--- config.mk ---
export PLATFORM = sky130hd
export DESIGN_NAME = vscale_ctrl
export DESIGN_NICKNAME = d
export VERILOG_FILES = /design/src/design/ctrl_pkg.sv /design/src/design/inst_decoder.sv /design/src/design/hazard_unit.sv /design/src/design/stage_ctrl.sv /design/src/design/vscale_ctrl.sv
export VERILOG_INCLUDE_DIRS = /design/src /design/src/design
export SDC_FILE = /design/constraint.sdc
export NUM_CORES = 1
export LEC_CHECK = 0
export BUFFER_PORTS_ARGS = -buffer_cell sky130_fd_sc_hd__buf_4
export CAP_MARGIN = 5
export CORE_ASPECT_RATIO = 1.25
export CORE_UTILIZATION = 52
export DETAILED_ROUTE_END_ITERATION = 7
export MAX_ROUTING_LAYER = met4
export PLACE_DENSITY = 0.85
export SYNTH_ARGS = -nofsm -noshare
export SYNTH_HDL_FRONTEND = slang
export SYNTH_HIERARCHICAL = 1
export SYNTH_SLANG_ARGS = --single-unit
export TNS_END_PERCENT = 20
--- constraint.sdc ---
create_clock -name clk -period 3.9 [get_ports clk]
set_input_delay 0 -clock clk [delete_from_list [all_inputs] [get_ports clk]]
set_output_delay 0 -clock clk [all_outputs]
set_load 0.02 [all_outputs]
--- src/design/ctrl_settings.svh ---
`ifndef CTRL_SETTINGS_SVH
`define CTRL_SETTINGS_SVH

// instruction word width
`define INST_WIDTH 32

// register file address width, x0 to x31
`define REG_ADDR_WIDTH 5

// privilege level width
`define PRV_WIDTH 2

`endif

--- src/design/ctrl_pkg.sv ---
`include "ctrl_settings.svh"

package ctrl_pkg;

	// rv32 major opcodes
	typedef enum logic [6:0] {
		OPC_LOAD     = 7'b0000011,
		OPC_STORE    = 7'b0100011,
		OPC_BRANCH   = 7'b1100011,
		OPC_JAL      = 7'b1101111,
		OPC_JALR     = 7'b1100111,
		OPC_MISC_MEM = 7'b0001111,
		OPC_OP_IMM   = 7'b0010011,
		OPC_OP       = 7'b0110011,
		OPC_SYSTEM   = 7'b1110011,
		OPC_AUIPC    = 7'b0010111,
		OPC_LUI      = 7'b0110111
	} opcode_e;

	typedef enum logic [3:0] {
		ALU_ADD  = 4'd0,
		ALU_SLL  = 4'd1,
		ALU_XOR  = 4'd4,
		ALU_SRL  = 4'd5,
		ALU_OR   = 4'd6,
		ALU_AND  = 4'd7,
		ALU_SEQ  = 4'd8,
		ALU_SNE  = 4'd9,
		ALU_SUB  = 4'd10,
		ALU_SRA  = 4'd11,
		ALU_SLT  = 4'd12,
		ALU_SGE  = 4'd13,
		ALU_SLTU = 4'd14,
		ALU_SGEU = 4'd15
	} alu_op_e;

	typedef enum logic [2:0] {
		PC_PLUS_FOUR, PC_BRANCH_TARGET, PC_JAL_TARGET, PC_JALR_TARGET,
		PC_REPLAY, PC_HANDLER, PC_EPC
	} pc_src_e;

	typedef enum logic [1:0] {IMM_I, IMM_S, IMM_U, IMM_J} imm_type_e;
	typedef enum logic [1:0] {SRC_A_RS1, SRC_A_PC, SRC_A_ZERO} src_a_e;
	typedef enum logic [1:0] {SRC_B_RS2, SRC_B_IMM, SRC_B_FOUR, SRC_B_ZERO} src_b_e;
	typedef enum logic [1:0] {WB_SRC_ALU, WB_SRC_MEM, WB_SRC_CSR, WB_SRC_MD} wb_src_e;

	// read is 4 so that bit 2 marks an active command
	typedef enum logic [2:0] {
		CSR_IDLE  = 3'd0,
		CSR_READ  = 3'd4,
		CSR_WRITE = 3'd5,
		CSR_SET   = 3'd6,
		CSR_CLEAR = 3'd7
	} csr_cmd_e;

	typedef enum logic [1:0] {MD_OP_MUL, MD_OP_DIV, MD_OP_REM} md_op_e;
	typedef enum logic [1:0] {MD_OUT_LO, MD_OUT_HI, MD_OUT_REM} md_out_e;

	// ecall codes 8 to 11 follow the privilege level
	typedef enum logic [3:0] {
		ECODE_INST_ADDR_MISALIGNED      = 4'd0,
		ECODE_ILLEGAL_INST              = 4'd2,
		ECODE_BREAKPOINT                = 4'd3,
		ECODE_LOAD_ADDR_MISALIGNED      = 4'd4,
		ECODE_STORE_AMO_ADDR_MISALIGNED = 4'd6,
		ECODE_ECALL_FROM_U              = 4'd8
	} ecode_e;

	typedef struct packed {
		imm_type_e imm_type;
		src_a_e    src_a_sel;
		src_b_e    src_b_sel;
		alu_op_e   alu_op;
		logic [2:0] dmem_size;
		logic [2:0] dmem_type;
		md_op_e    md_op;
		md_out_e   md_out_sel;
		logic      md_in_1_signed;
		logic      md_in_2_signed;
		logic      csr_imm_sel;
	} dpath_ctrl_t;

	// decode results before any kill
	typedef struct packed {
		logic branch_taken;
		logic jal;
		logic jalr;
		logic eret;
		logic dmem_en;
		logic dmem_wen;
		logic wr_reg;
		logic uses_md;
		logic fence_i;
		logic uses_rs1;
		logic uses_rs2;
		logic new_ex;
		ecode_e new_ex_code;
		csr_cmd_e csr_cmd;
		wb_src_e wb_src_sel;
		logic [`REG_ADDR_WIDTH-1:0] rs1_addr;
		logic [`REG_ADDR_WIDTH-1:0] rs2_addr;
		logic [`REG_ADDR_WIDTH-1:0] rd_addr;
	} dx_flags_t;

	typedef struct packed {
		logic wr_reg;
		logic [`REG_ADDR_WIDTH-1:0] reg_to_wr;
		logic load_in_wb;
		logic uses_md_wb;
	} wb_state_t;

	typedef struct packed {
		logic wr_reg;
		logic [`REG_ADDR_WIDTH-1:0] reg_to_wr;
		wb_src_e wb_src_sel;
	} wb_port_t;

	typedef struct packed {
		logic stall_if;
		logic kill_if;
		logic stall_dx;
		logic kill_dx;
		logic stall_wb;
		logic kill_wb;
	} stage_ctrl_t;

endpackage

--- src/design/inst_decoder.sv ---
`include "ctrl_settings.svh"

module inst_decoder import ctrl_pkg::*; (
	input logic [`INST_WIDTH-1:0] inst_DX,
	input logic cmp_true,
	input logic [`PRV_WIDTH-1:0] prv,
	output dpath_ctrl_t dpath,
	output dx_flags_t flags
);

	opcode_e opcode;
	logic [2:0] funct3;
	logic [6:0] funct7;
	logic [11:0] funct12;
	logic [`REG_ADDR_WIDTH-1:0] rs1_addr;
	logic [`REG_ADDR_WIDTH-1:0] rd_addr;
	logic illegal;
	logic ecall;
	logic ebreak;
	alu_op_e alu_op_arith;

	assign opcode = opcode_e'(inst_DX[6:0]);
	assign funct3 = inst_DX[14:12];
	assign funct7 = inst_DX[31:25];
	assign funct12 = inst_DX[31:20];
	assign rs1_addr = inst_DX[19:15];
	assign rd_addr = inst_DX[11:7];

	// shared by OP and OP_IMM, sub only exists for register operands
	always_comb begin
		case (funct3)
			3'b000: alu_op_arith = (opcode == OPC_OP && funct7[5]) ? ALU_SUB : ALU_ADD;
			3'b001: alu_op_arith = ALU_SLL;
			3'b010: alu_op_arith = ALU_SLT;
			3'b011: alu_op_arith = ALU_SLTU;
			3'b100: alu_op_arith = ALU_XOR;
			3'b101: alu_op_arith = funct7[5] ? ALU_SRA : ALU_SRL;
			3'b110: alu_op_arith = ALU_OR;
			default: alu_op_arith = ALU_AND;
		endcase
	end

	always_comb begin
		illegal = 1'b0;
		ecall = 1'b0;
		ebreak = 1'b0;
		flags = '0;
		flags.uses_rs1 = 1'b1;
		flags.csr_cmd = CSR_IDLE;
		flags.wb_src_sel = WB_SRC_ALU;
		flags.new_ex_code = ECODE_ILLEGAL_INST;
		flags.rs1_addr = rs1_addr;
		flags.rs2_addr = inst_DX[24:20];
		flags.rd_addr = rd_addr;
		dpath.imm_type = IMM_I;
		dpath.src_a_sel = SRC_A_RS1;
		dpath.src_b_sel = SRC_B_IMM;
		dpath.alu_op = ALU_ADD;
		dpath.dmem_size = {1'b0, funct3[1:0]};
		dpath.dmem_type = funct3;
		dpath.csr_imm_sel = funct3[2];
		dpath.md_op = MD_OP_MUL;
		dpath.md_out_sel = MD_OUT_LO;
		dpath.md_in_1_signed = 1'b0;
		dpath.md_in_2_signed = 1'b0;

		// multiply/divide fields, only used when uses_md is set
		case (funct3)
			3'b001: begin
				dpath.md_in_1_signed = 1'b1;
				dpath.md_in_2_signed = 1'b1;
				dpath.md_out_sel = MD_OUT_HI;
			end
			3'b010: begin
				dpath.md_in_1_signed = 1'b1;
				dpath.md_out_sel = MD_OUT_HI;
			end
			3'b011: dpath.md_out_sel = MD_OUT_HI;
			3'b100: begin
				dpath.md_op = MD_OP_DIV;
				dpath.md_in_1_signed = 1'b1;
				dpath.md_in_2_signed = 1'b1;
			end
			3'b101: dpath.md_op = MD_OP_DIV;
			3'b110: begin
				dpath.md_op = MD_OP_REM;
				dpath.md_in_1_signed = 1'b1;
				dpath.md_in_2_signed = 1'b1;
				dpath.md_out_sel = MD_OUT_REM;
			end
			3'b111: begin
				dpath.md_op = MD_OP_REM;
				dpath.md_out_sel = MD_OUT_REM;
			end
			default: ;
		endcase

		case (opcode)
			OPC_LOAD: begin
				flags.dmem_en = 1'b1;
				flags.wr_reg = 1'b1;
				flags.wb_src_sel = WB_SRC_MEM;
			end
			OPC_STORE: begin
				flags.uses_rs2 = 1'b1;
				flags.dmem_en = 1'b1;
				flags.dmem_wen = 1'b1;
				dpath.imm_type = IMM_S;
			end
			OPC_BRANCH: begin
				flags.uses_rs2 = 1'b1;
				flags.branch_taken = cmp_true;
				dpath.src_b_sel = SRC_B_RS2;
				case (funct3)
					3'b000: dpath.alu_op = ALU_SEQ;
					3'b001: dpath.alu_op = ALU_SNE;
					3'b100: dpath.alu_op = ALU_SLT;
					3'b101: dpath.alu_op = ALU_SGE;
					3'b110: dpath.alu_op = ALU_SLTU;
					3'b111: dpath.alu_op = ALU_SGEU;
					default: illegal = 1'b1;
				endcase
			end
			OPC_JAL: begin
				flags.jal = 1'b1;
				flags.uses_rs1 = 1'b0;
				flags.wr_reg = 1'b1;
				dpath.src_a_sel = SRC_A_PC;
				dpath.src_b_sel = SRC_B_FOUR;
			end
			OPC_JALR: begin
				illegal = (funct3 != 3'b000);
				flags.jalr = 1'b1;
				flags.wr_reg = 1'b1;
				dpath.src_a_sel = SRC_A_PC;
				dpath.src_b_sel = SRC_B_FOUR;
			end
			OPC_MISC_MEM: begin
				// plain fence is a no-op in this in-order pipe
				if (funct3 == 3'b000) begin
					illegal = (inst_DX[31:28] != 4'd0) || (rs1_addr != '0) || (rd_addr != '0);
				end else if (funct3 == 3'b001) begin
					illegal = (funct12 != 12'd0) || (rs1_addr != '0) || (rd_addr != '0);
					flags.fence_i = !illegal;
				end else begin
					illegal = 1'b1;
				end
			end
			OPC_OP_IMM: begin
				flags.wr_reg = 1'b1;
				dpath.alu_op = alu_op_arith;
				if (funct3 == 3'b001)
					illegal = (funct7 != 7'd0);
				else if (funct3 == 3'b101)
					illegal = (funct7 != 7'd0) && (funct7 != 7'h20);
			end
			OPC_OP: begin
				flags.uses_rs2 = 1'b1;
				flags.wr_reg = 1'b1;
				dpath.src_b_sel = SRC_B_RS2;
				dpath.alu_op = alu_op_arith;
				if (funct7 == 7'h01) begin
					flags.uses_md = 1'b1;
					flags.wb_src_sel = WB_SRC_MD;
				end else if (funct7 == 7'h20) begin
					illegal = (funct3 != 3'b000) && (funct3 != 3'b101);
				end else begin
					illegal = (funct7 != 7'd0);
				end
			end
			OPC_SYSTEM: begin
				flags.wb_src_sel = WB_SRC_CSR;
				flags.wr_reg = (funct3 != 3'b000);
				case (funct3)
					3'b000: begin
						illegal = (rs1_addr != '0) || (rd_addr != '0);
						if (funct12 == 12'h000)
							ecall = !illegal;
						else if (funct12 == 12'h001)
							ebreak = !illegal;
						else if (funct12 == 12'h100 && prv != '0)
							flags.eret = !illegal;
						else
							illegal = 1'b1;
					end
					3'b001, 3'b101: flags.csr_cmd = (rs1_addr == '0) ? CSR_READ : CSR_WRITE;
					3'b010, 3'b110: flags.csr_cmd = (rs1_addr == '0) ? CSR_READ : CSR_SET;
					3'b011, 3'b111: flags.csr_cmd = (rs1_addr == '0) ? CSR_READ : CSR_CLEAR;
					default: illegal = 1'b1;
				endcase
			end
			OPC_AUIPC: begin
				flags.uses_rs1 = 1'b0;
				flags.wr_reg = 1'b1;
				dpath.src_a_sel = SRC_A_PC;
				dpath.imm_type = IMM_U;
			end
			OPC_LUI: begin
				flags.uses_rs1 = 1'b0;
				flags.wr_reg = 1'b1;
				dpath.src_a_sel = SRC_A_ZERO;
				dpath.imm_type = IMM_U;
			end
			default: illegal = 1'b1;
		endcase

		// illegal wins over breakpoint, breakpoint over ecall
		flags.new_ex = illegal || ebreak || ecall;
		if (ebreak && !illegal)
			flags.new_ex_code = ECODE_BREAKPOINT;
		else if (ecall && !illegal)
			flags.new_ex_code = ecode_e'(4'(ECODE_ECALL_FROM_U) + 4'(prv));
	end

endmodule

--- src/design/hazard_unit.sv ---
module hazard_unit import ctrl_pkg::*; (
	input dx_flags_t flags,
	input wb_state_t wb,
	input logic md_resp_valid,
	output logic bypass_rs1,
	output logic bypass_rs2,
	output logic hazard_stall
);

	logic raw_rs1;
	logic raw_rs2;
	logic load_use;
	logic raw_on_busy_md;

	// WB writes a register that DX reads, x0 never counts
	assign raw_rs1 = wb.wr_reg && flags.uses_rs1
		&& (flags.rs1_addr == wb.reg_to_wr) && (flags.rs1_addr != '0);
	assign raw_rs2 = wb.wr_reg && flags.uses_rs2
		&& (flags.rs2_addr == wb.reg_to_wr) && (flags.rs2_addr != '0);

	// load data arrives too late in WB to forward
	assign bypass_rs1 = raw_rs1 && !wb.load_in_wb;
	assign bypass_rs2 = raw_rs2 && !wb.load_in_wb;

	assign load_use = wb.load_in_wb && (raw_rs1 || raw_rs2);

	// md result not back yet
	assign raw_on_busy_md = wb.uses_md_wb && (raw_rs1 || raw_rs2) && !md_resp_valid;

	assign hazard_stall = load_use || raw_on_busy_md;

endmodule

--- src/design/stage_ctrl.sv ---
`include "ctrl_settings.svh"

module stage_ctrl import ctrl_pkg::*; (
	input logic clk,
	input logic reset,
	input dx_flags_t flags,
	input logic hazard_stall,
	input logic imem_wait,
	input logic imem_badmem_e,
	input logic dmem_wait,
	input logic dmem_badmem_e,
	input logic md_req_ready,
	input logic md_resp_valid,
	input logic illegal_csr_access,
	output stage_ctrl_t stages,
	output wb_state_t wb_hazard,
	output wb_port_t wb,
	output pc_src_e pc_src_sel,
	output logic dmem_en,
	output logic dmem_wen,
	output logic md_req_valid,
	output logic eret,
	output csr_cmd_e csr_cmd,
	output logic exception_WB,
	output ecode_e exception_code_WB,
	output logic retire_WB
);

	logic replay_if;
	logic ex_if;
	logic stall_if;
	logic kill_if;
	logic had_ex_dx;
	logic prev_killed_dx;
	logic ex_dx;
	logic stall_dx;
	logic kill_dx;
	logic killed_dx;
	ecode_e ex_code_dx;
	logic branch_taken;
	logic jal;
	logic jalr;
	logic redirect;
	logic wr_reg_dx;
	logic prev_killed_wb;
	logic had_ex_wb;
	logic wr_reg_unkilled_wb;
	logic store_in_wb;
	logic dmem_en_wb;
	logic uses_md_wb;
	ecode_e prev_ex_code_wb;
	logic [`REG_ADDR_WIDTH-1:0] reg_to_wr_wb;
	wb_src_e wb_src_sel_wb;
	logic dmem_fault;
	logic ex_wb;
	logic stall_wb;
	logic kill_wb;

	// refetch after reset, after a redirect lost to imem_wait, or after fence.i
	always_ff @(posedge clk) begin
		if (reset) begin
			replay_if <= 1'b1;
		end else begin
			replay_if <= (redirect && imem_wait) || (flags.fence_i && store_in_wb);
		end
	end

	assign ex_if = imem_badmem_e && !imem_wait && !redirect && !replay_if;
	assign stall_if = stall_dx || (imem_wait && !redirect && !ex_wb);
	assign kill_if = stall_if || ex_if || ex_dx || ex_wb || redirect || replay_if;

	always_ff @(posedge clk) begin
		if (reset) begin
			had_ex_dx <= 1'b0;
			prev_killed_dx <= 1'b1;
		end else if (!stall_dx) begin
			had_ex_dx <= ex_if;
			prev_killed_dx <= kill_if;
		end
	end

	assign ex_dx = had_ex_dx || flags.new_ex || illegal_csr_access;
	assign stall_dx = stall_wb || ((hazard_stall || (flags.fence_i && store_in_wb)
		|| (flags.uses_md && !md_req_ready)) && !(ex_dx || ex_wb));
	assign kill_dx = stall_dx || ex_dx || ex_wb;
	assign killed_dx = prev_killed_dx || kill_dx;

	// a fetch fault carried from IF wins over anything decoded here
	always_comb begin
		if (had_ex_dx)
			ex_code_dx = ECODE_INST_ADDR_MISALIGNED;
		else if (flags.new_ex)
			ex_code_dx = flags.new_ex_code;
		else if (illegal_csr_access)
			ex_code_dx = ECODE_ILLEGAL_INST;
		else
			ex_code_dx = ECODE_INST_ADDR_MISALIGNED;
	end

	// nothing leaves DX unless the stage survives
	assign branch_taken = flags.branch_taken && !kill_dx;
	assign jal = flags.jal && !kill_dx;
	assign jalr = flags.jalr && !kill_dx;
	assign eret = flags.eret && !kill_dx;
	assign dmem_en = flags.dmem_en && !kill_dx;
	assign dmem_wen = flags.dmem_wen && !kill_dx;
	assign md_req_valid = flags.uses_md && !kill_dx;
	assign wr_reg_dx = flags.wr_reg && !kill_dx;
	assign csr_cmd = kill_dx ? CSR_IDLE : flags.csr_cmd;
	assign redirect = branch_taken || jal || jalr || eret;

	always_comb begin
		if (ex_wb)
			pc_src_sel = PC_HANDLER;
		else if (replay_if || (stall_if && !imem_wait))
			pc_src_sel = PC_REPLAY;
		else if (eret)
			pc_src_sel = PC_EPC;
		else if (branch_taken)
			pc_src_sel = PC_BRANCH_TARGET;
		else if (jal)
			pc_src_sel = PC_JAL_TARGET;
		else if (jalr)
			pc_src_sel = PC_JALR_TARGET;
		else
			pc_src_sel = PC_PLUS_FOUR;
	end

	// WB starts out as an empty bubble
	always_ff @(posedge clk) begin
		if (reset) begin
			prev_killed_wb <= 1'b1;
			had_ex_wb <= 1'b0;
			wr_reg_unkilled_wb <= 1'b0;
			store_in_wb <= 1'b0;
			dmem_en_wb <= 1'b0;
			uses_md_wb <= 1'b0;
		end else if (!stall_wb) begin
			prev_killed_wb <= killed_dx;
			had_ex_wb <= ex_dx;
			wr_reg_unkilled_wb <= wr_reg_dx;
			store_in_wb <= dmem_wen;
			dmem_en_wb <= dmem_en;
			uses_md_wb <= md_req_valid;
		end
	end

	always_ff @(posedge clk) begin
		if (!stall_wb) begin
			prev_ex_code_wb <= ex_code_dx;
			reg_to_wr_wb <= flags.rd_addr;
			wb_src_sel_wb <= flags.wb_src_sel;
		end
	end

	assign dmem_fault = dmem_badmem_e && dmem_en_wb;
	assign ex_wb = had_ex_wb || dmem_fault;
	assign stall_wb = ((dmem_wait && dmem_en_wb) || (uses_md_wb && !md_resp_valid)) && !ex_wb;
	assign kill_wb = stall_wb || ex_wb;

	// a data fault on something that writes a register was a load
	always_comb begin
		if (!had_ex_wb && dmem_fault)
			exception_code_WB = wr_reg_unkilled_wb ? ECODE_LOAD_ADDR_MISALIGNED
				: ECODE_STORE_AMO_ADDR_MISALIGNED;
		else
			exception_code_WB = prev_ex_code_wb;
	end

	assign exception_WB = ex_wb;
	assign retire_WB = !(kill_wb || prev_killed_wb);

	assign wb.wr_reg = wr_reg_unkilled_wb && !kill_wb;
	assign wb.reg_to_wr = reg_to_wr_wb;
	assign wb.wb_src_sel = wb_src_sel_wb;

	assign wb_hazard.wr_reg = wb.wr_reg;
	assign wb_hazard.reg_to_wr = reg_to_wr_wb;
	assign wb_hazard.load_in_wb = dmem_en_wb && !store_in_wb;
	assign wb_hazard.uses_md_wb = uses_md_wb;

	assign stages.stall_if = stall_if;
	assign stages.kill_if = kill_if;
	assign stages.stall_dx = stall_dx;
	assign stages.kill_dx = kill_dx;
	assign stages.stall_wb = stall_wb;
	assign stages.kill_wb = kill_wb;

endmodule

--- src/design/vscale_ctrl.sv ---
`include "ctrl_settings.svh"

module vscale_ctrl import ctrl_pkg::*; (
	input logic clk,
	input logic reset,
	input logic [`INST_WIDTH-1:0] inst_DX,
	input logic cmp_true,
	input logic [`PRV_WIDTH-1:0] prv,
	input logic imem_wait,
	input logic imem_badmem_e,
	input logic dmem_wait,
	input logic dmem_badmem_e,
	input logic md_req_ready,
	input logic md_resp_valid,
	input logic illegal_csr_access,
	output dpath_ctrl_t dpath,
	output pc_src_e pc_src_sel,
	output logic bypass_rs1,
	output logic bypass_rs2,
	output logic dmem_en,
	output logic dmem_wen,
	output logic md_req_valid,
	output csr_cmd_e csr_cmd,
	output logic eret,
	output wb_port_t wb,
	output stage_ctrl_t stages,
	output logic exception_WB,
	output ecode_e exception_code_WB,
	output logic retire_WB
);

	dx_flags_t flags;
	wb_state_t wb_hazard;
	logic hazard_stall;

	inst_decoder inst_decoder_i (
		.inst_DX  (inst_DX),
		.cmp_true (cmp_true),
		.prv      (prv),
		.dpath    (dpath),
		.flags    (flags)
	);

	hazard_unit hazard_unit_i (
		.flags         (flags),
		.wb            (wb_hazard),
		.md_resp_valid (md_resp_valid),
		.bypass_rs1    (bypass_rs1),
		.bypass_rs2    (bypass_rs2),
		.hazard_stall  (hazard_stall)
	);

	stage_ctrl stage_ctrl_i (
		.clk                (clk),
		.reset              (reset),
		.flags              (flags),
		.hazard_stall       (hazard_stall),
		.imem_wait          (imem_wait),
		.imem_badmem_e      (imem_badmem_e),
		.dmem_wait          (dmem_wait),
		.dmem_badmem_e      (dmem_badmem_e),
		.md_req_ready       (md_req_ready),
		.md_resp_valid      (md_resp_valid),
		.illegal_csr_access (illegal_csr_access),
		.stages             (stages),
		.wb_hazard          (wb_hazard),
		.wb                 (wb),
		.pc_src_sel         (pc_src_sel),
		.dmem_en            (dmem_en),
		.dmem_wen           (dmem_wen),
		.md_req_valid       (md_req_valid),
		.eret               (eret),
		.csr_cmd            (csr_cmd),
		.exception_WB       (exception_WB),
		.exception_code_WB  (exception_code_WB),
		.retire_WB          (retire_WB)
	);

endmodule

After elaboration in Yosys (flattened, before gate mapping)
Cells that the tools add are included.
Word-level totals
  register bits after elaboration: 20
  input bits: 44
  word-level logic and storage cells: 230
Operators by class
  add/subtract/negate cells: 1
  equality and inequality tests: 26
  muxes and demuxes: 69
  reductions and logical operators: 122
Operator list (count)
  logical AND 1 bit: 42
  two-way mux 1 bit: 37
  logical OR 1 bit: 33
  == test 7 x 6 -> 1 bit, second input constant: 4
  == test 7 bit, second input constant: 4
  one-hot mux 4 bit (7 select lines): 1
  two-way mux 4 bit: 6
  one-hot mux 4 bit (6 select lines): 1
  two-way mux 3 bit: 7
  one-hot mux 2 bit (2 select lines): 5
  OR reduction 2 bit: 10
  zero test 1 bit: 16
  nonzero test 5 bit: 3
  OR reduction 3 bit: 5
  == test 7 x 5 -> 1 bit, second input constant: 2
  == test 12 x 1 -> 1 bit, second input constant: 1
  == test 12 x 9 -> 1 bit, second input constant: 1
  == test 3 bit, second input constant: 4
  zero test 12 bit: 1
  two-way mux 2 bit: 6
  nonzero test 12 bit: 1
  OR reduction 6 bit: 2
  == test 5 bit: 2
  one-hot mux 3 bit (3 select lines): 1
  other kinds (21): 23

Logic depth before layout (Yosys ltp)
Gate-level depths: netlist of the first run.
  depth after elaboration: 34
  mapped depth: 15
  gate-level depth less buffers: 13

Modules after synthesis
Netlist of the first run, hierarchy kept.
By module, submodules not included
  stage_ctrl: times used 1, cells each 118, area an instance 1161.1 um2, sequential area each 510.5 um2
  inst_decoder: times used 1, cells each 149, area an instance 903.4 um2, sequential area each 0.0 um2
  hazard_unit: times used 1, cells each 26, area an instance 186.4 um2, sequential area each 0.0 um2

Worst setup path before layout of the first run
OpenSTA, ideal clock, no wires.
  path kind: flip-flop to output port
  start point: register stage_ctrl_i.uses_md_wb
  end point: output port pc_src_sel[2]
  data arrival time: 2.874 ns
  data required time: 3.900 ns
  path slack: 1.026 ns
  stages on the path, launching flop included: 13
  path buffers: 2
  cell sequence: dfxtp_1 > and2b_4 > nor3b_1 > and2_1 > buf_4 > o2111ai_1 > or4_4 > o32ai_1 > a21oi_1 > and4b_1 > buf_2 > a311oi_1 > o21ai_0
RTL lines
  start: declaration: line stage_ctrl.sv:50  | logic uses_md_wb;
  start signal: assignment: line stage_ctrl.sv:144  | uses_md_wb <= md_req_valid;
  end: declaration: line vscale_ctrl.sv:17  | output pc_src_e pc_src_sel,

Worst setup path after layout of the first run
  start point: register stage_ctrl_i.uses_md_wb
  end point: output port pc_src_sel[2]
Between the ends
  word-level cells in the longest chain between the ends: 32
  elaborated cells on any way between the ends: 41
  those cells by class: mux: 4; reduce/logical: 37
RTL lines
  logical AND 1 bit: line stage_ctrl.sv:158  | assign stall_wb = ((dmem_wait && dmem_en_wb) || (uses_md_wb && !md_resp_valid)) && !ex_wb;
  logical OR 1 bit: line stage_ctrl.sv:158
  logical AND 1 bit: line stage_ctrl.sv:158
  logical OR 1 bit: line stage_ctrl.sv:159  | assign kill_wb = stall_wb || ex_wb;
  zero test 1 bit: line stage_ctrl.sv:173  | assign wb.wr_reg = wr_reg_unkilled_wb && !kill_wb;
  logical AND 1 bit: line stage_ctrl.sv:173
  logical AND 1 bit (on tied branches): line hazard_unit.sv:16, hazard_unit.sv:18
  logical AND 1 bit (on tied branches) (2 in a row): line hazard_unit.sv:17, hazard_unit.sv:19
  [... 4 more ...]
  named net hazard_stall: line vscale_ctrl.sv:34  | logic hazard_stall;
  [... 8 more ...]
  logical OR 1 bit (3 in a row): line stage_ctrl.sv:110  | assign redirect = branch_taken || jal || jalr || eret;
  zero test 1 bit: line stage_ctrl.sv:69  | assign stall_if = stall_dx || (imem_wait && !redirect && !ex_wb);
  logical AND 1 bit (2 in a row): line stage_ctrl.sv:69
  logical OR 1 bit: line stage_ctrl.sv:69
  logical AND 1 bit: line stage_ctrl.sv:115  | else if (replay_if || (stall_if && !imem_wait))
  logical OR 1 bit: line stage_ctrl.sv:115
  two-way mux 3 bit *: line stage_ctrl.sv:115
  two-way mux 3 bit *: line stage_ctrl.sv:113  | if (ex_wb)
The timed path passes the listed nets; every way through them passes the cells marked *.

==> results of run 1 <==
-- critical path: cells and delay by family, from the launching register on --
family / cells / cell delay (ns)
AND/OR/NAND/NOR: 5 / 1.64
buffers and inverters: 1 / 0.17
AO/OA/AOI/OAI: 5 / 0.96
flip-flops: 1 / 0.33
-- through the flow --
step	hold WS, ns	cell area (µm²)	instances	total power (W)	worst slack (ns)
floorplan	0.108	2250	294	0.000338	1.03
global placement	0.185	2740	403	0.000393	0.989
detailed placement	0.187	2740	403	0.000396	0.907
CTS	0.0250	2880	414	0.000580	0.567
global route	0.0203	2880	414	0.000606	0.383
finish	0.0278	2880	414	0.000581	0.547
-- cells in the mapped netlist, types with 6 or more instances --
library cell and count:
dfxtp_1 9, xor2_1 6, inv_1 16, nand3_1 9
edfxtp_1 11, a21oi_1 14, o21ai_0 13, nor3_1 12
nand2_1 21, and2_1 10, nor2_1 29, buf_4 36
and3_1 9
-- cell type report --
type	count	area [µm²]	share of cell area [%]
timing repair buffer	104	798	27.8
sequential	20	510	17.7
tap	56	70.1	2.44
inverter	19	73.8	2.57
clock buffer	4	66.3	2.31
multi-input combinational	211	1360	47.2
-- how the worst min path moves through the flow --
stage,start,slack [ns],end,depth (start not counted)
3_3_place_gp,inst_DX[10],0.19,stage_ctrl_i/reg_to_wr_wb[3],1
3_5_place_dp,inst_DX[11],0.19,stage_ctrl_i/reg_to_wr_wb[4],1
4_1_cts,imem_wait,0.02,stage_ctrl_i/replay_if,2
6_report,imem_wait,0.03,stage_ctrl_i/replay_if,2
2_1_floorplan,inst_DX[3],0.11,dpath[22],1
5_1_grt,imem_wait,0.02,stage_ctrl_i/replay_if,2
-- report_power, final --
part           total (W)  switching [W]  internal (W)  leakage, nW
Clock           0.000183      0.0000721      0.000111       0.0339
Sequential      0.000234     0.00000669      0.000227        0.195
Combinational   0.000164      0.0000863     0.0000781         1.07
-- logic make-up after synthesis --
family          count (synthesis)  synth area share (%)
compound gates                 52                  16.3
xor+xnor                       10                  4.22
buf+inv                        63                  17.2
flops                          20                  22.7
mux                             1                 0.445
other cells                     1                 0.167
simple gates                  146                  39.0
-- per-layer routing --
layer	global-route usage [%]	vias up	wire, µm
met1	32.0	1044	2330
met5	-	-	0
met2	51.0	98	3150
met4	9.34	0	126
li1	-	1136	-
met3	1.36	12	308
-- registers in the layout, summed over array words and instances, names as in the netlist --
name,flops
stage_ctrl_i/had_ex_dx,1
stage_ctrl_i/prev_killed_dx,1
stage_ctrl_i/had_ex_wb,1
stage_ctrl_i/wb_src_sel_wb,2
stage_ctrl_i/replay_if,1
stage_ctrl_i/store_in_wb,1
stage_ctrl_i/wr_reg_unkilled_wb,1
stage_ctrl_i/reg_to_wr_wb,5
stage_ctrl_i/uses_md_wb,1
stage_ctrl_i/prev_ex_code_wb,4
stage_ctrl_i/prev_killed_wb,1
stage_ctrl_i/dmem_en_wb,1
==> impl_results.md, run 1 <==
* GPL Wtd Cong at 0.975
* Number of gates given a new drive strength after cts at 0
* Share of the clock period used by the worst path at 86.0%
* Startpoint-to-endpoint class of the critical path: reg2out
* Final count of pins violating max slew at 0
* Slowest cell delay on critical path at 0.56 ns
* Post-Route Skew at slightly above 0.004 ns
* Worst slew margin relative to its limit at a little over half
* Setup violation total in the final timing report at 0
* Top_reg_cell synth: edfxtp_1
* Reg2reg setup slack at between 0.9 and 1 ns
* Share of synthesized flip-flops with an asynchronous set or reset at 0%
* Number of hold violations in the final report at 0
* Clock buffer depth at 2
* Height of the die at 75.6 µm
* Worst min path class: in2reg
* Filler Cell Count at 338
* Final wirelength at 5920 µm
* Slowest cell on crit path: or4_4
* Clk slew on worst S/H paths at 0.08 ns
* Buffers added on ports at 97
* Gate count of the mapped netlist at 293
* Worst reg2reg endpoint: stage_ctrl_i/prev_killed_dx
* Cells along the critical path: and2b_4 > nor3b_1 > and2_1 > o2111ai_1 > or4_4 > o32ai_1 > a21oi_1 > and4b_1 > a311oi_1 > o21ai_0 > buf_4
* Vias per std cell at 5.53
* Most used cells in the layout excluding fill and tap cells: buf_4 (97), nor2_1 (29), nand2_1 (21), inv_1 (16), a21oi_1 (14)
* Clock tree root buffer cell: clkbuf_8
* Number of clock sinks at 20
* Most common library cell in the layout ignoring fill and taps: buf_4
* PD cells at 202 nW/µm²
* Placeable core region at just over 4000 µm²
* Pin count of the biggest net entering global routing at 25
* Synthesis-stage register bit count at 20
* Level count of the clock H-tree at 1
* Wirelength per Cell at 14.3 µm
* Post-DP HPWL at 4650 µm
* Insertion delay of the later-clocked pin in the worst-skew pair at 0.26 ns
* Critical Path End: pc_src_sel[2]
* Starting density of the core at 54.5%
* Die Wd at 60.8 µm
* Number of antenna violations at the first check in global routing at 0
* Final layout net count at 403
* Count of cells along the worst register-to-register path at 10
* TritonCTS clock tree: yes
* Sum of negative setup slack at 0 ns
* I/O Pins at between 90 and 100
* Highest attainable clock frequency at 298 MHz
* Max Cap Viol at 0
* Number of core rows at 26
* First-pass GRT wire length at 9380 µm
* Cell type with the highest aggregate area in the netlist: edfxtp_1
* Synth top area cells: edfxtp_1 (15%), buf_4 (12%), dfxtp_1 (8.0%)
* Final Core Density at 69.6%
* Number of global-route vias before repair at 2142
* Total global routing track utilization at between 20% and 30%
* Number of routed nets with antenna violations at 0
* Number of synthesized flops with an enable pin at 11
* Start of the worst register-to-register path: stage_ctrl_i/uses_md_wb
* Via Count at between 2000 and 2500
* Kind of start point of the critical path: flip-flop
* Crit path from: stage_ctrl_i/uses_md_wb
* Number of violations reported at the end of detailed-routing iteration 0 at between 100 and 150
* Data arrival time at the worst-slack endpoint at 3.35 ns
* Unrepaired setup endpoints after global routing: no
* Maximum resistive drop on vdd at 104 µV
* Share of the synthesized area in the top cell type at 14.7%
* Cell area after synthesis at approximately 2300 µm²
* Cell variety after synth at 71
* Leakage power total at 1.29 nW
* Hold buffers post-CTS at 7
* Yosys warnings at 6
* Area of the die at 4600 µm²
* Number of setup buffers added after CTS at 0
* Per-instance average area after synthesis at 7.68 µm²
* Fraction of layout cells with a size suffix above 1 at 36.0%
* Residual DRC at 0
* Number of buffers created by CTS at 3
* N_diodes at 0
* Required time worst endpoint at about 3.9 ns
* Time the worst path needs with I/O delays and setup at roughly 3.4 ns
* Maximum fanout count along the critical path at 10
* Total grt overflow at 0
* Proportion of synthesized chip area in sequential cells at 22.7%
* Critical Path End Type: output pin
* Pre-Repair DR Iteration Count at 4
* Area growth, synth to finish at 27.8%
* Run status: complete, no violations
* Slew at the pin with the worst max-slew slack at 0.714 ns
Note: power is estimated with default switching activity, not from simulation.
==> inputs of run 2 (changes only) <==
--- a/config.mk
+++ b/config.mk
@@ -9,10 +9,11 @@
 export BUFFER_PORTS_ARGS = -buffer_cell sky130_fd_sc_hd__buf_4
 export CAP_MARGIN = 5
 export CORE_ASPECT_RATIO = 1.25
-export CORE_UTILIZATION = 52
+export CORE_UTILIZATION = 53
+export CTS_BUF_LIST = sky130_fd_sc_hd__clkbuf_4 sky130_fd_sc_hd__clkbuf_8
 export DETAILED_ROUTE_END_ITERATION = 7
 export MAX_ROUTING_LAYER = met4
-export PLACE_DENSITY = 0.85
+export PLACE_DENSITY = 0.86
 export SYNTH_ARGS = -nofsm -noshare
 export SYNTH_HDL_FRONTEND = slang
 export SYNTH_HIERARCHICAL = 1
==> run 2 against run 1 <==
Net effect:
- wire length is 5.4% higher
- register-to-register slack hardly changed
- maximum frequency is 1.3% lower
- sequential cell count stayed put
- largest cell class unchanged
- highest routed layer unchanged
- critical path depth is 2 higher
- clock skew is 0.0039 ns higher
- hold slack worse by 0.016 ns
- design area is 0.17% higher
- first-iteration DRC count is 12% higher
- count of clock-buffer cells in the layout is 1 lower
- cell count stayed put
- core utilization is 1.2 points higher
==> impl_results.md, run 2 (synthesis gave the netlist of run 1 again) <==
* Height of the die at 74.9 µm
* Placeable core region at 4070 µm²
* Run status: complete, no violations
* Slowest cell on crit path: dlygate4sd3_1
* Instance count along the most critical hold path at 2
* Area of the die at roughly 4500 µm²
* Highest attainable clock frequency at 294 MHz
* Post-DP HPWL at 4770 µm
* Leakage power total at about 1.3 nW
* Buffers added on ports at 97
* Number of gates given a new drive strength after cts at 0
* Count of cells along the worst register-to-register path at 10
* Maximum resistive drop on vdd at 130 µV
* Worst min path class: in2reg
* Number of clock sinks at 20
* Final Core Density at 70.9%
* N_diodes at 0
* Reg2reg setup slack at 0.92 ns
* Number of hold violations in the final report at 0
* Number of flip-flops under the largest register name at 5
* Number of buffers created by CTS at 3
* Slowest cell delay on critical path at around 0.56 ns
* Time the worst path needs with I/O delays and setup at between 3 and 4 ns
* Starting density of the core at a little under three fifths
* Leading registers by flop count: stage_ctrl_i/reg_to_wr_wb: 5 flops, stage_ctrl_i/prev_ex_code_wb: 4 flops, stage_ctrl_i/wb_src_sel_wb: 2 flops
* Fraction of layout cells with a size suffix above 1 at 36.0%
* I/O Pins at 99
* Unrepaired setup endpoints after global routing: no
* Most common library cell in the layout ignoring fill and taps: buf_4
* Worst hold slack after final layout at 0.0120 ns
* Pre-Repair DR Iteration Count at 5
* Startpoint-to-endpoint class of the critical path: in2out
* Final wirelength at 6240 µm
* Wirelength per Cell at 15.1 µm
* Number of routed nets with antenna violations at 0
* Clock tree root buffer cell: clkbuf_8
* Number of global-route vias before repair at around 2100
* Total global routing track utilization at 28.6%
* Slew at the pin with the worst max-slew slack at 0.722 ns
* Number of antenna violations at the first check in global routing at 0
* Insertion delay of the later-clocked pin in the worst-skew pair at 0.26 ns
* Worst reg2reg endpoint: stage_ctrl_i/prev_killed_dx
* Total grt overflow at 0
* Via Count at 2341
* Sum of negative setup slack at 0 ns
* Max Cap Viol at 0
* PD cells at 211 nW/µm²
* Number of violations reported at the end of detailed-routing iteration 0 at 120
* Number of core rows at 26
* Cell total after placement at 403
* Share of the clock period used by the worst path at 87.1%
* Vias per std cell at 5.65
* First-pass GRT wire length at 9520 µm
* Final count of pins violating max slew at 0
* Pin count of the biggest net entering global routing at 25
* Cells along the critical path: dlygate4sd3_1 > buf_4 > or3_2 > nor4_4 > nand2_2 > o311ai_1 > nand4_1 > nor3_4 > nand2_1 > nor3_4 > inv_2 > o41ai_2 > buf_4
* Area growth, synth to finish at 28.0%
* Register with the highest flop count: stage_ctrl_i/reg_to_wr_wb
* Residual DRC at 0
* Data arrival time at the worst-slack endpoint at 3.40 ns
* Level count of the clock H-tree at 1
* Start of the worst register-to-register path: stage_ctrl_i/uses_md_wb
* TritonCTS clock tree: yes
* Worst slew margin relative to its limit at 51.7%
* Maximum fanout count along the critical path at 5
* Clk slew on worst S/H paths at approximately 0.08 ns
* Final instance area at 2880 µm²
* Kind of start point of the critical path: input pin
* Required time worst endpoint at 3.90 ns
* Critical hold path startpoint: imem_wait
* GPL Wtd Cong at 0.918
* Endpoint of the worst hold path: stage_ctrl_i/replay_if
* Clock buffer depth at 2
* Post-layout instance count excluding filler cells at 414
* Number of setup buffers added after CTS at 0
* Post-Route Skew at approximately 0.0080 ns
* Critical Path End Type: output pin
* Most used cells in the layout excluding fill and tap cells: buf_4 (97), nor2_1 (29), nand2_1 (21), inv_1 (16), a21oi_1 (14)
* Final layout net count at 403
* Setup violation total in the final timing report at 0
* Post-detailed-placement cell area at ~2700 µm²
* Die Wd at between 60 and 70 µm
-- run 2: cell count changes in the layout (fill, tap and decap cells not counted) --
cell / delta
bufinv_16: +1
clkbuf_16: -1
-- run 2: metal layers --
metal	up-vias	track usage (%)	part of all wire, %
met2	88	51.5	54
met1	1099	32.1	39
met5	-	-	0
li1	1140	-	-
met3	14	2.23	4.7
met4	0	11.1	1.7
-- run 2: area by class of cell --
| cell class | count | area [µm²] |
|---|---|---|
| clock buffer | 3 | 41.3 |
| clock inverter | 1 | 30.0 |
| fill | 336 | 1180 |
| multi-input combinational | 211 | 1360 |
| sequential | 20 | 510 |
| inverter | 19 | 73.8 |
| timing repair buffer | 104 | 798 |
| tap | 56 | 70.1 |
-- run 2: timing repair --
action	in CTS	in global routing
endpoints found under the hold margin	10	0
hold buffers	7	0
endpoints found under the setup margin	0	0
-- run 2: critical path, delay by kind of cell --
family / cells / cell delay (ns)
compound gates: 2 / 0.56
buf+inv: 4 / 0.98
simple gates: 7 / 1.84
-- run 2: worst max-delay path by stage --
stage,slack [ns],cells past startpoint,to,startpoint
2_1_floorplan,1.03,12,pc_src_sel[2],stage_ctrl_i/uses_md_wb
3_3_place_gp,1.01,11,pc_src_sel[2],stage_ctrl_i/uses_md_wb
3_5_place_dp,0.86,11,pc_src_sel[2],stage_ctrl_i/uses_md_wb
4_1_cts,0.57,11,pc_src_sel[2],stage_ctrl_i/uses_md_wb
5_1_grt,0.36,11,pc_src_sel[2],stage_ctrl_i/uses_md_wb
6_report,0.50,13,pc_src_sel[0],inst_DX[8]
-- run 2: stage by stage --
stage	power, W	worst slack [ns]
after floorplan	0.000338	1.03
after global placement	0.000393	1.01
after detailed placement	0.000396	0.862
after CTS	0.000607	0.566
after global routing	0.000629	0.361
final	0.000609	0.502
-- run 2: power by group --
group / leakage, nW / internal [W] / switching (W)
logic: 1.07 / 0.0000782 / 0.0000879
clock network: 0.0357 / 0.000137 / 0.0000715
registers: 0.195 / 0.000227 / 0.00000697
total: 1.30 / 0.000442 / 0.000166
==> inputs of run 3 (changes only) <==
--- a/config.mk
+++ b/config.mk
@@ -10,8 +10,9 @@
 export CAP_MARGIN = 5
 export CORE_ASPECT_RATIO = 1.25
 export CORE_UTILIZATION = 53
-export CTS_BUF_LIST = sky130_fd_sc_hd__clkbuf_4 sky130_fd_sc_hd__clkbuf_8
+export CTS_BUF_LIST = sky130_fd_sc_hd__clkbuf_8
 export DETAILED_ROUTE_END_ITERATION = 7
+export HOLD_SLACK_MARGIN = 0.03
 export MAX_ROUTING_LAYER = met4
 export PLACE_DENSITY = 0.86
 export SYNTH_ARGS = -nofsm -noshare
==> run 3 against run 2 <==
Net effect:
- wire length rose by 0.34%
- die area unchanged
- clock power hardly changed
- hold slack better by 0.097 ns
- critical endpoint unchanged
- largest power group unchanged
- clock skew about the same
- first-iteration DRC count grew 18%
- critical path depth unchanged
- non-clock buffer count up 1
==> impl_results.md, run 3 (synthesis gave the netlist of run 1 again) <==
* Die Wd at about 60 µm
* Number of antenna violations at the first check in global routing at 0
* Highest attainable clock frequency at slightly below 300 MHz
* Worst-case setup slack after placement at about 0.86 ns
* Number of violations reported at the end of detailed-routing iteration 0 at 142
* Height of the die at 74.9 µm
* Number of buffers created by CTS at 3
* Area of the die at about 4500 µm²
* Filler Cell Count at 332
* Final wirelength at 6260 µm
* Slowest cell on crit path: dlygate4sd3_1
* Residual DRC at 0
* Vias per std cell at 5.68
* TritonCTS clock tree: yes
* Global routing's busiest layer: met2
* Slew at the pin with the worst max-slew slack at around 0.74 ns
* Clk slew on worst S/H paths at 0.08 ns
* Starting density of the core at 55.4%
* Number of core rows at 26
* Level count of the clock H-tree at 1
* Critical path depth in cells at 13
* Clock buffer depth at 2
* Reg2reg setup slack at 0.91 ns
* Buffering stage count on the worst path with inverters included at 4
* Buffers added on ports at 97
* Total global routing track utilization at about 29%
* Worst min path class: in2reg
* Time the worst path needs with I/O delays and setup at 3.40 ns
* Most used cells in the layout excluding fill and tap cells: buf_4 (97), nor2_1 (29), nand2_1 (21), inv_1 (16), a21oi_1 (14)
* Area growth, synth to finish at 28.5%
* Final count of pins violating max slew at 0
* Critical Path End Type: output pin
* Insertion delay of the later-clocked pin in the worst-skew pair at approximately 0.26 ns
* Leading registers by flop count: stage_ctrl_i/reg_to_wr_wb: 5 flops, stage_ctrl_i/prev_ex_code_wb: 4 flops, stage_ctrl_i/wb_src_sel_wb: 2 flops
* Fraction of layout cells with a size suffix above 1 at 35.9%
* Data arrival time at the worst-slack endpoint at about 3.4 ns
* Worst slew margin relative to its limit at 50.7%
* Global-route track usage on met1 at 32.5%
* Cells along the critical path: dlygate4sd3_1 > buf_4 > or3_2 > nor4_4 > nand2_2 > o311ai_1 > nand4_1 > nor3_4 > nand2_1 > nor3_4 > inv_2 > o41ai_2 > buf_4
* Number of flip-flops under the largest register name at 5
* Number of global-route vias before repair at approximately 2100
* Critical hold path startpoint: illegal_csr_access
* N_diodes at 0
* Slowest cell delay on critical path at roughly 0.56 ns
* Number of hold violations in the final report at 0
* Met3 usage in global routing at 1.72%
* Final layout net count at 404
* Leakage power total at approximately 1.3 nW
* Setup violation total in the final timing report at 0
* Count of cells along the worst register-to-register path at 10
* Max Cap Viol at 0
* Clock tree root buffer cell: clkbuf_8
* Wirelength per Cell at 15.1 µm
* Sum of negative setup slack at 0 ns
* Run status: complete, no violations
* Crit path from: inst_DX[8]
* Met2 global-route usage at 52.3%
* Required time worst endpoint at 3.90 ns
* First-pass GRT wire length at 9580 µm
* Startpoint-to-endpoint class of the critical path: in2out
* Area of the multi-input gates at 1360 µm²
* Total grt overflow at 0
* Number of setup buffers added after CTS at 0
* Share of the clock period used by the worst path at 87.3%
* PD cells at 211 nW/µm²
* Maximum fanout count along the critical path at 5
* Instance count along the most critical hold path at 3
* Kind of start point of the critical path: input pin
* Post-DP HPWL at 4770 µm
* Register with the highest flop count: stage_ctrl_i/reg_to_wr_wb
* Number of clock sinks at 20
* Maximum resistive drop on vdd at about 130 µV
* GPL Wtd Cong at 0.918
* Pin count of the biggest net entering global routing at 25
* Post-Route Skew at 0.00824 ns
* Unrepaired setup endpoints after global routing: no
* Area of all sequential standard cells at roughly 510 µm²
* Start of the worst register-to-register path: stage_ctrl_i/uses_md_wb
* Placeable core region at 4070 µm²
* PnR Total Power at between 0.0006 and 0.0007 W
* Family of cells with the greatest summed delay on the critical path: simple AND/OR/NAND/NOR gates
* Via Count at around 2400
* Worst setup margin at slightly below 0.5 ns
* I/O Pins at 99
* Number of routed nets with antenna violations at 0
* Most common library cell in the layout ignoring fill and taps: buf_4
* Worst hold slack after final layout at 0.109 ns
* Pre-Repair DR Iteration Count at 4
[run 3: cell types whose count changed in the layout (fill, tap and decap cells not counted)]
cell and delta:
dlygate4sd3_1 +1
[run 3: worst paths after layout]
kind | endpoint
hold reg to reg | stage_ctrl_i/wr_reg_unkilled_wb
hold / removal | stage_ctrl_i/had_ex_wb
setup reg to reg | stage_ctrl_i/prev_killed_dx
setup / recovery | pc_src_sel[0]
[run 3: cell type report]
type | count | area share (%)
Clock inverter | 1 | 1.04
Clock buffer | 3 | 1.43
Sequential cell | 20 | 17.7
Multi-Input combinational cell | 211 | 46.9
Tap cell | 56 | 2.42
Inverter | 19 | 2.55
Timing Repair Buffer | 105 | 28.0
[run 3: tightest hold or removal path, stage by stage]
cell	delay, ns
buf_4	0.10
nor3_4	0.05
nor3_1	0.17
[run 3: power breakdown]
group / total [W] / internal (W) / switching, W
Combinational: 0.000167 / 0.0000788 / 0.0000884
Clock: 0.000208 / 0.000137 / 0.0000705
Sequential: 0.000234 / 0.000227 / 0.00000694
[run 3: timing repair]
action | in CTS | in global routing
endpoints found under the hold margin | 12 | 0
setup endpoints to repair | 0 | 0
hold buffers | 8 | 0
gates resized for setup | 0 | 0
[run 3: per-stage QoR]
step           cells  utilization (%)  area [µm²]
2_1_floorplan    294                -        2250
3_3_place_gp     403             67.4        2740
3_5_place_dp     403             67.4        2740
4_1_cts          415             71.1        2890
5_1_grt          415             71.1        2890
6_report         415             71.1        2890
[run 3: routing by layer]
| layer | up-vias | routed length [µm] |
|---|---|---|
| li1 | 1143 | - |
| met1 | 1105 | 2390 |
| met2 | 98 | 3440 |
| met3 | 10 | 333 |
| met4 | 0 | 95 |
| met5 | - | 0 |
